--- config.mk ---
export PLATFORM = sky130hd
export DESIGN_NAME = ahb_sram_dual_bank
export DESIGN_NICKNAME = d
export VERILOG_FILES = /design/src/design/ahb_sram_pkg.sv /design/src/design/ahb_bank_if.sv /design/src/design/ahb_bank_decode.sv /design/src/design/ahb_sram_dual_bank.sv /design/src/design/ahb_sram_halfwidth.sv
export VERILOG_INCLUDE_DIRS = /design/src /design/src/design
export SDC_FILE = /design/constraint.sdc
export NUM_CORES = 1
export LEC_CHECK = 0
export BUFFER_PORTS_ARGS = -buffer_cell sky130_fd_sc_hd__buf_2
export CAP_MARGIN = 0
export CORE_AREA = 2 2 100 102
export DETAILED_ROUTE_END_ITERATION = 16
export DIE_AREA = 0 0 102 104
export PLACE_DENSITY = 0.76
export SETUP_SLACK_MARGIN = 0.3
export SLEW_MARGIN = 20
export SYNTH_ARGS = -nofsm -noshare
export SYNTH_HDL_FRONTEND = slang
export SYNTH_SLANG_ARGS = --single-unit
--- constraint.sdc ---
create_clock -name clk -period 1.5 [get_ports clk]
set_input_delay 0.075 -clock clk [delete_from_list [all_inputs] [get_ports clk]]
set_output_delay 0.075 -clock clk [all_outputs]
set_load 0.02 [all_outputs]
--- src/design/ahb_sram_params.svh ---
`ifndef AHB_SRAM_PARAMS_SVH
`define AHB_SRAM_PARAMS_SVH

// AHB-lite bus widths
`define AHB_DW 32
`define AHB_AW 32

// Each SRAM carries one half of the bus
`define SRAM_DW (`AHB_DW / 2)

// Halfwords per bank
`define SRAM_DEPTH 2048
`define SRAM_AW $clog2(`SRAM_DEPTH)

// Address bit that picks the bank, also the byte size of one bank window
`define BANK_BIT 12

`endif

--- src/design/ahb_sram_pkg.sv ---
package ahb_sram_pkg;

	// AHB transfer type as seen on htrans
	typedef enum logic [1:0] {
		HT_IDLE   = 2'b00,
		HT_BUSY   = 2'b01,
		HT_NONSEQ = 2'b10,
		HT_SEQ    = 2'b11
	} htrans_t;

	// Transfer sizes this slave supports
	typedef enum logic [2:0] {
		HS_BYTE = 3'b000,
		HS_HALF = 3'b001, // 16 bits, one SRAM cycle
		HS_WORD = 3'b010  // 32 bits, two SRAM cycles
	} hsize_t;

	// Data-phase state of one bank controller
	typedef enum logic [1:0] {
		ST_IDLE,    // No data phase owned
		ST_SHORT,   // Byte or halfword, single cycle
		ST_WORD_LO, // First word cycle, low halfword
		ST_WORD_HI  // Second word cycle, high halfword
	} sram_state_t;

endpackage

--- src/design/ahb_bank_if.sv ---
`timescale 1ns/1ps
`include "ahb_sram_params.svh"

// Slave-side AHB signals for one SRAM bank
interface ahb_bank_if import ahb_sram_pkg::*; ();

	logic                sel;     // Address phase targets this bank
	logic [`AHB_AW-1:0]  haddr;
	logic                hwrite;
	hsize_t              hsize;
	logic [`AHB_DW-1:0]  hwdata;
	logic                hready;  // Bus-wide ready, qualifies sel

	// Driven back by the bank controller
	logic                hready_resp;
	logic [`AHB_DW-1:0]  hrdata;

	modport dec (
		output sel,
		output haddr,
		output hwrite,
		output hsize,
		output hwdata,
		output hready,
		input  hready_resp,
		input  hrdata
	);

	modport ctrl (
		input  sel,
		input  haddr,
		input  hwrite,
		input  hsize,
		input  hwdata,
		input  hready,
		output hready_resp,
		output hrdata
	);

endinterface

--- src/design/ahb_bank_decode.sv ---
`timescale 1ns/1ps
`include "ahb_sram_params.svh"

module ahb_bank_decode import ahb_sram_pkg::*; (
	input  logic                clk,
	input  logic                rst_n,

	input  logic [`AHB_AW-1:0]  haddr,
	input  htrans_t             htrans,
	input  logic                hwrite,
	input  hsize_t              hsize,
	input  logic [`AHB_DW-1:0]  hwdata,
	input  logic                hready,
	output logic                hready_resp,
	output logic [`AHB_DW-1:0]  hrdata,

	ahb_bank_if.dec             bank0,
	ahb_bank_if.dec             bank1
);

	logic       aphase_valid;
	logic       bank_hit;   // High when the address falls in bank 1
	logic [1:0] aphase_sel; // One-hot bank request, bit n for bank n
	logic [1:0] dph_owner;  // Bank owning the current data phase, zero when idle

	// Only NONSEQ and SEQ carry a real transfer
	assign aphase_valid = (htrans == HT_NONSEQ) || (htrans == HT_SEQ);
	assign bank_hit     = haddr[`BANK_BIT];
	assign aphase_sel   = {aphase_valid && bank_hit, aphase_valid && !bank_hit};

	assign bank0.sel    = aphase_sel[0];
	assign bank0.haddr  = haddr;
	assign bank0.hwrite = hwrite;
	assign bank0.hsize  = hsize;
	assign bank0.hwdata = hwdata;
	assign bank0.hready = hready;

	assign bank1.sel    = aphase_sel[1];
	assign bank1.haddr  = haddr;
	assign bank1.hwrite = hwrite;
	assign bank1.hsize  = hsize;
	assign bank1.hwdata = hwdata;
	assign bank1.hready = hready;

	// Ownership moves only when an address phase is accepted
	always_ff @(posedge clk or negedge rst_n) begin
		if (!rst_n) begin
			dph_owner <= 2'b00;
		end else if (hready) begin
			dph_owner <= aphase_sel;
		end
	end

	// Response return mux
	always_comb begin
		case (dph_owner)
			2'b01: begin
				hready_resp = bank0.hready_resp;
				hrdata      = bank0.hrdata;
			end
			2'b10: begin
				hready_resp = bank1.hready_resp;
				hrdata      = bank1.hrdata;
			end
			default: begin
				hready_resp = 1'b1; // Idle data phase completes at once
				hrdata      = '0;
			end
		endcase
	end

endmodule

--- src/design/ahb_sram_dual_bank.sv ---
`timescale 1ns/1ps
`include "ahb_sram_params.svh"

// Two half-width SRAM banks behind one AHB-lite slave port
module ahb_sram_dual_bank import ahb_sram_pkg::*; (
	input  logic                 clk,
	input  logic                 rst_n,

	input  logic [`AHB_AW-1:0]   haddr,
	input  htrans_t              htrans,
	input  logic                 hwrite,
	input  hsize_t               hsize,
	input  logic [`AHB_DW-1:0]   hwdata,
	input  logic                 hready,
	output logic                 hready_resp,
	output logic [`AHB_DW-1:0]   hrdata,

	// Bank 0 SRAM pins
	output logic [`SRAM_AW-1:0]  sram0_addr,
	output logic [`SRAM_DW-1:0]  sram0_dq_out,
	output logic                 sram0_dq_oe,
	output logic                 sram0_ce_n,
	output logic                 sram0_we_n,
	output logic                 sram0_oe_n,
	output logic [1:0]           sram0_byte_n,
	input  logic [`SRAM_DW-1:0]  sram0_dq_in,

	// Bank 1 SRAM pins
	output logic [`SRAM_AW-1:0]  sram1_addr,
	output logic [`SRAM_DW-1:0]  sram1_dq_out,
	output logic                 sram1_dq_oe,
	output logic                 sram1_ce_n,
	output logic                 sram1_we_n,
	output logic                 sram1_oe_n,
	output logic [1:0]           sram1_byte_n,
	input  logic [`SRAM_DW-1:0]  sram1_dq_in
);

	ahb_bank_if bank0_if ();
	ahb_bank_if bank1_if ();

	ahb_bank_decode ahb_bank_decode_i (
		.clk         (clk),
		.rst_n       (rst_n),
		.haddr       (haddr),
		.htrans      (htrans),
		.hwrite      (hwrite),
		.hsize       (hsize),
		.hwdata      (hwdata),
		.hready      (hready),
		.hready_resp (hready_resp),
		.hrdata      (hrdata),
		.bank0       (bank0_if.dec),
		.bank1       (bank1_if.dec)
	);

	// Lower bank window, BANK_BIT clear
	ahb_sram_halfwidth bank0_ctrl_i (
		.clk         (clk),
		.rst_n       (rst_n),
		.bus         (bank0_if.ctrl),
		.sram_addr   (sram0_addr),
		.sram_dq_out (sram0_dq_out),
		.sram_dq_oe  (sram0_dq_oe),
		.sram_ce_n   (sram0_ce_n),
		.sram_we_n   (sram0_we_n),
		.sram_oe_n   (sram0_oe_n),
		.sram_byte_n (sram0_byte_n),
		.sram_dq_in  (sram0_dq_in)
	);

	// Upper bank window, BANK_BIT set
	ahb_sram_halfwidth bank1_ctrl_i (
		.clk         (clk),
		.rst_n       (rst_n),
		.bus         (bank1_if.ctrl),
		.sram_addr   (sram1_addr),
		.sram_dq_out (sram1_dq_out),
		.sram_dq_oe  (sram1_dq_oe),
		.sram_ce_n   (sram1_ce_n),
		.sram_we_n   (sram1_we_n),
		.sram_oe_n   (sram1_oe_n),
		.sram_byte_n (sram1_byte_n),
		.sram_dq_in  (sram1_dq_in)
	);

endmodule

--- src/design/ahb_sram_halfwidth.sv ---
`timescale 1ns/1ps
`include "ahb_sram_params.svh"

// One AHB-lite bank on a half-width asynchronous SRAM.
// Byte and halfword accesses take a single data-phase cycle, a word
// access is split into a low halfword cycle and a high halfword cycle.
module ahb_sram_halfwidth import ahb_sram_pkg::*; (
	input  logic                 clk,
	input  logic                 rst_n,

	ahb_bank_if.ctrl             bus,

	output logic [`SRAM_AW-1:0]  sram_addr,
	output logic [`SRAM_DW-1:0]  sram_dq_out,
	output logic                 sram_dq_oe,
	output logic                 sram_ce_n,
	output logic                 sram_we_n,
	output logic                 sram_oe_n,
	output logic [1:0]           sram_byte_n,
	input  logic [`SRAM_DW-1:0]  sram_dq_in
);

	sram_state_t          state;
	logic                 hready_r;
	logic                 read_dph;
	logic                 half_sel;  // Halfword moved in this cycle, also SRAM address bit 0
	logic [`SRAM_AW-2:0]  addr_hi;   // Word index within the bank
	logic [`SRAM_DW-1:0]  rdata_buf; // Low half of a word read
	logic [`SRAM_DW-1:0]  rd_half;
	logic [1:0]           lane_mask;
	logic                 accept;
	logic                 aphase_word;
	logic                 word_step;

	assign accept      = bus.sel && bus.hready;
	assign aphase_word = (bus.hsize == HS_WORD);

	// First word cycle stalls the bus and moves on by itself
	assign word_step = !bus.hready && (state == ST_WORD_LO);

	// Byte lanes within the addressed halfword
	always_comb begin
		case (bus.hsize)
			HS_BYTE: lane_mask = bus.haddr[0] ? 2'b10 : 2'b01;
			HS_HALF: lane_mask = 2'b11;
			HS_WORD: lane_mask = 2'b11; // Both halves use both lanes
			default: lane_mask = 2'b11;
		endcase
	end

	always_ff @(posedge clk or negedge rst_n) begin
		if (!rst_n) begin
			state       <= ST_IDLE;
			hready_r    <= 1'b1;
			read_dph    <= 1'b0;
			half_sel    <= 1'b0;
			sram_ce_n   <= 1'b1;
			sram_we_n   <= 1'b1;
			sram_oe_n   <= 1'b1;
			sram_byte_n <= 2'b11;
			sram_dq_oe  <= 1'b0;
		end else if (bus.hready) begin
			if (bus.sel) begin
				state       <= aphase_word ? ST_WORD_LO : ST_SHORT;
				hready_r    <= !aphase_word;
				read_dph    <= !bus.hwrite;
				half_sel    <= !aphase_word && bus.haddr[1]; // Word starts on the low half
				sram_ce_n   <= 1'b0;
				sram_we_n   <= !bus.hwrite;
				sram_oe_n   <= bus.hwrite;
				sram_byte_n <= ~lane_mask;
				sram_dq_oe  <= bus.hwrite;
			end else begin
				// Idle or the other bank, park the SRAM
				state       <= ST_IDLE;
				hready_r    <= 1'b1;
				read_dph    <= 1'b0;
				half_sel    <= 1'b0;
				sram_ce_n   <= 1'b1;
				sram_we_n   <= 1'b1;
				sram_oe_n   <= 1'b1;
				sram_byte_n <= 2'b11;
				sram_dq_oe  <= 1'b0;
			end
		end else if (word_step) begin
			state    <= ST_WORD_HI;
			hready_r <= 1'b1;
			half_sel <= 1'b1; // Strobes stay as they are for the high half
		end
	end

	always_ff @(posedge clk) begin
		if (accept) begin
			addr_hi <= bus.haddr[`BANK_BIT-1:2];
		end
		if (word_step && read_dph) begin
			rdata_buf <= sram_dq_in;
		end
	end

	assign sram_addr = {addr_hi, half_sel};

	// Write data is taken from the hwdata lanes of the current halfword
	assign sram_dq_out = half_sel ? bus.hwdata[`AHB_DW-1:`SRAM_DW] : bus.hwdata[`SRAM_DW-1:0];

	// The pins carry our own write data during a write
	assign rd_half = read_dph ? sram_dq_in : '0;

	// Narrow reads repeat the halfword on both halves
	assign bus.hrdata      = {rd_half, (state == ST_WORD_HI) ? rdata_buf : rd_half};
	assign bus.hready_resp = hready_r;

endmodule

==> metrics.txt <==
CP Cell Sequence=buf_4, ha_4, clkbuf_16, a32oi_1, nor2_1, buf_2; # diodes=0; CTS Buf Count=9; clock tree from TritonCTS=yes; Initial Utilization=0.399; Lkg Pwr=0.00295 µW; Final nets=689; syn nets=between 400 and 500; Crit Path Category=reg -> out; DRC viols=0; Max IR drop VDD=approximately 460 µV; die height=104 µm; Die Wd=102 µm; initial antenna violation count=0; gpl congestion=approximately 0.90; worst-skew pair later-pin latency=370 ps; Final period util=1.27; hpwl dp=just under 9000 µm; final setup fails=between 60 and 70; CTS sink cnt=76; H-tree Lvls=3; slew margin rel.=0.637; Max Freq=524 MHz; Die Area=roughly 11000 µm²; HP Class=in -> reg; vias in the first global route=4017; Mapped Cells=316; pin count of the biggest net entering global routing=25; Core Footprint=9550 µm²; RSZ-0062 raised after global routing=true; crit-path max FO=7; critical path's top delay family=buffers and inverters; Worst path slowest cell=dfrtp_1; layout cells sized above 1=0.630; Routed WL per cell=roughly 21 µm; Hold WS=-4.58 ps; crit path DAT=1830 ps; cell taking the most area after synthesis=edfxtp_1; PnR worst setup slack=-408 ps; clk buf depth=2; Synth top area share=0.410; failing checks=negative hold slack, negative setup slack; fin. max-slew vios=0; Min Clock Period, post-route=about 1900 ps; Unique masters post-synth=34; num ports=204; #FFs+latches synth=between 70 and 80; max capacitance violation total=0; Final ANT Viol Nets=0; register area share after synthesis=0.572; CP endpoint kind=output pin; Power Density=771 nW/µm²; Req. time, crit path=between 1000 and 1500 ps; DRT Wirelength=15400 µm; PnR Total Power=5480 µW; GR Overflow Total=0; first-iteration detailed-routing DRC count=449; syn avg cell area=12.1 µm²; Root Driver=clkbuf_8; # rows=36; wire length of the first global-routing pass=20600 µm; setup_tns=-11840 ps; Via Count=4123; Critical path buffers and inverters=3; 1st-pass router iterations=5; Area contributors post-synth=edfxtp_1 (41%), mux2_2 (9.5%), dfstp_2 (8.3%); Critical Path Max Stage Delay=410 ps; status=complete, but fails checks; Worst-Margin Slew=approximately 550 ps; area grow syn2layout=86.8%; clk slew on worst S/H paths=90 ps; number of synthesis warnings=0; number of port buffers=~180; final hold vios=1; nature of the critical path startpoint=flip-flop; GR Util All Layers=0.251; clk_skew=9.97 ps; Post-Syn Area=3810 µm²; Vias/cell=roughly 5.7; R2R setup slack=between 100 and 150 ps
==> cells in the mapped netlist <==
library cell and instances:
nand3_1 2, dfrtp_1 12, buf_4 2, edfxtp_1 52
ha_1 3, o22ai_1 17, buf_6 4, nand2_2 1
inv_1 9, nand2b_1 2, a32oi_1 16, o2bb2ai_1 2
nand3b_1 1, nor4_1 1, buf_1 2, nor4b_1 1
and3_1 34, a221o_1 1, nor3b_1 1, nand2_1 5
mux2_2 32, a21oi_1 2, o31a_1 2, a31oi_1 32
nor2_1 24, and2_1 1, dfstp_2 12, nor2b_1 2
clkbuf_1 6, o22a_1 6, o32ai_1 1, a22o_1 2
buf_2 18, o21ai_0 8
==> path summary, 6_finish.rpt <==
path	startpoint	endpoint	cells past startpoint
worst max-delay path	ahb_bank_decode_i.dph_owner[0]$_DFFE_PN0P_	hrdata[23]	6
worst min-delay path	haddr[12]	bank1_ctrl_i.half_sel$_DFFE_PN0P_	3
worst max register to register	bank1_ctrl_i.state[0]$_DFFE_PN0P_	bank1_ctrl_i.rdata_buf[6]$_DFFE_PP_	4
worst min register to register	bank1_ctrl_i.sram_ce_n$_DFFE_PN1P_	bank1_ctrl_i.sram_ce_n$_DFFE_PN1P_	2
max in group asynchronous	rst_n	bank0_ctrl_i.half_sel$_DFFE_PN0P_	2
min in group asynchronous	rst_n	bank0_ctrl_i.sram_dq_oe$_DFFE_PN0P_	2
==> through the flow <==
stage               area (µm²)  hold slack (ps)   util  setup slack [ps]  cells
global placement          5380             78.1  0.563              4.64    629
CTS                       6640             2.89  0.695              -320    703
finish                    7110            -4.58  0.745              -408    719
floorplan                 4280             -221      -               124    316
global route              7110             3.12  0.745              -473    719
detailed placement        5380             83.0  0.563             -44.0    629
==> worst min-delay path, delay by kind of cell <==
family          cells  cell delay [ps]
compound gates      1               70
buf+inv             1              120
simple gates        1               70
==> per-layer routing <==
metal	global-route usage	vias to the layer above	share of wire
met1	0.298	1983	0.36
met5	0	-	0
met4	0.110	0	0.044
met3	0.0491	62	0.088
li1	-	1778	-
met2	0.436	300	0.51
==> state kept, by name, summed over array words and instances, names as in the netlist, 2 cells and up <==
| register | count |
|---|---|
| bank1_ctrl_i.state | 2 |
| bank1_ctrl_i.rdata_buf | 16 |
| bank1_ctrl_i.addr_hi | 10 |
| bank0_ctrl_i.rdata_buf | 16 |
| bank0_ctrl_i.addr_hi | 10 |
| bank0_ctrl_i.state | 2 |
| bank0_ctrl_i.sram_byte_n | 2 |
| ahb_bank_decode_i.dph_owner | 2 |
| bank1_ctrl_i.sram_byte_n | 2 |
==> timing repair <==
item,CTS,global route
endpoints found under the hold margin,72,0
gates resized for setup,140,60
pin swaps,11,9
buffers inserted,7,8
hold buffers,47,0
gates cloned,4,8
setup endpoints to repair,100,99
==> where the power goes <==
group          internal, µW  switching (µW)  leakage (µW)
sequential             2330            50.3      0.000753
clock                   636             851     0.0000936
combinational           801             812       0.00210
total                  3770            1710       0.00295
==> final cells by class <==
type,count,area [µm²]
repair buffers,283,2380
clock inverters,7,67.6
clock buffers,9,124
fillers,585,2440
inverters,9,33.8
flip-flops and latches,76,2180
well taps,133,166
multi-input cells,202,2160
==> cells in the final DEF, fill, tap and decap left out, types with 3 or more instances in the layout <==
cell type / n
nor2_2: 3
inv_6: 3
clkbuf_8: 9
a31oi_2: 10
ha_4: 3
dlygate4sd3_1: 47
o21ai_0: 5
mux2_4: 32
dfrtp_2: 4
buf_2: 126
clkbuf_16: 5
a32oi_1: 4
a32oi_2: 9
nor2_4: 9
dfstp_2: 12
and3_1: 32
inv_1: 7
o22a_1: 6
o22ai_4: 15
edfxtp_1: 52
buf_4: 33
a32oi_4: 3
dfrtp_1: 8
buf_12: 9
and3_4: 4
a31oi_1: 22
buf_6: 62
nor2_1: 12
nand2_1: 4
==> cell families after synthesis <==
logic type | after synthesis | share of synthesized area
AO/OA/AOI/OAI | 89 | 0.163
adder cells (fa/ha/maj) | 3 | 0.00986
buffers and inverters | 41 | 0.0562
flip-flops | 76 | 0.572
multiplexers | 32 | 0.0946
AND/OR/NAND/NOR | 75 | 0.105
(Power assumes the default switching activity.)
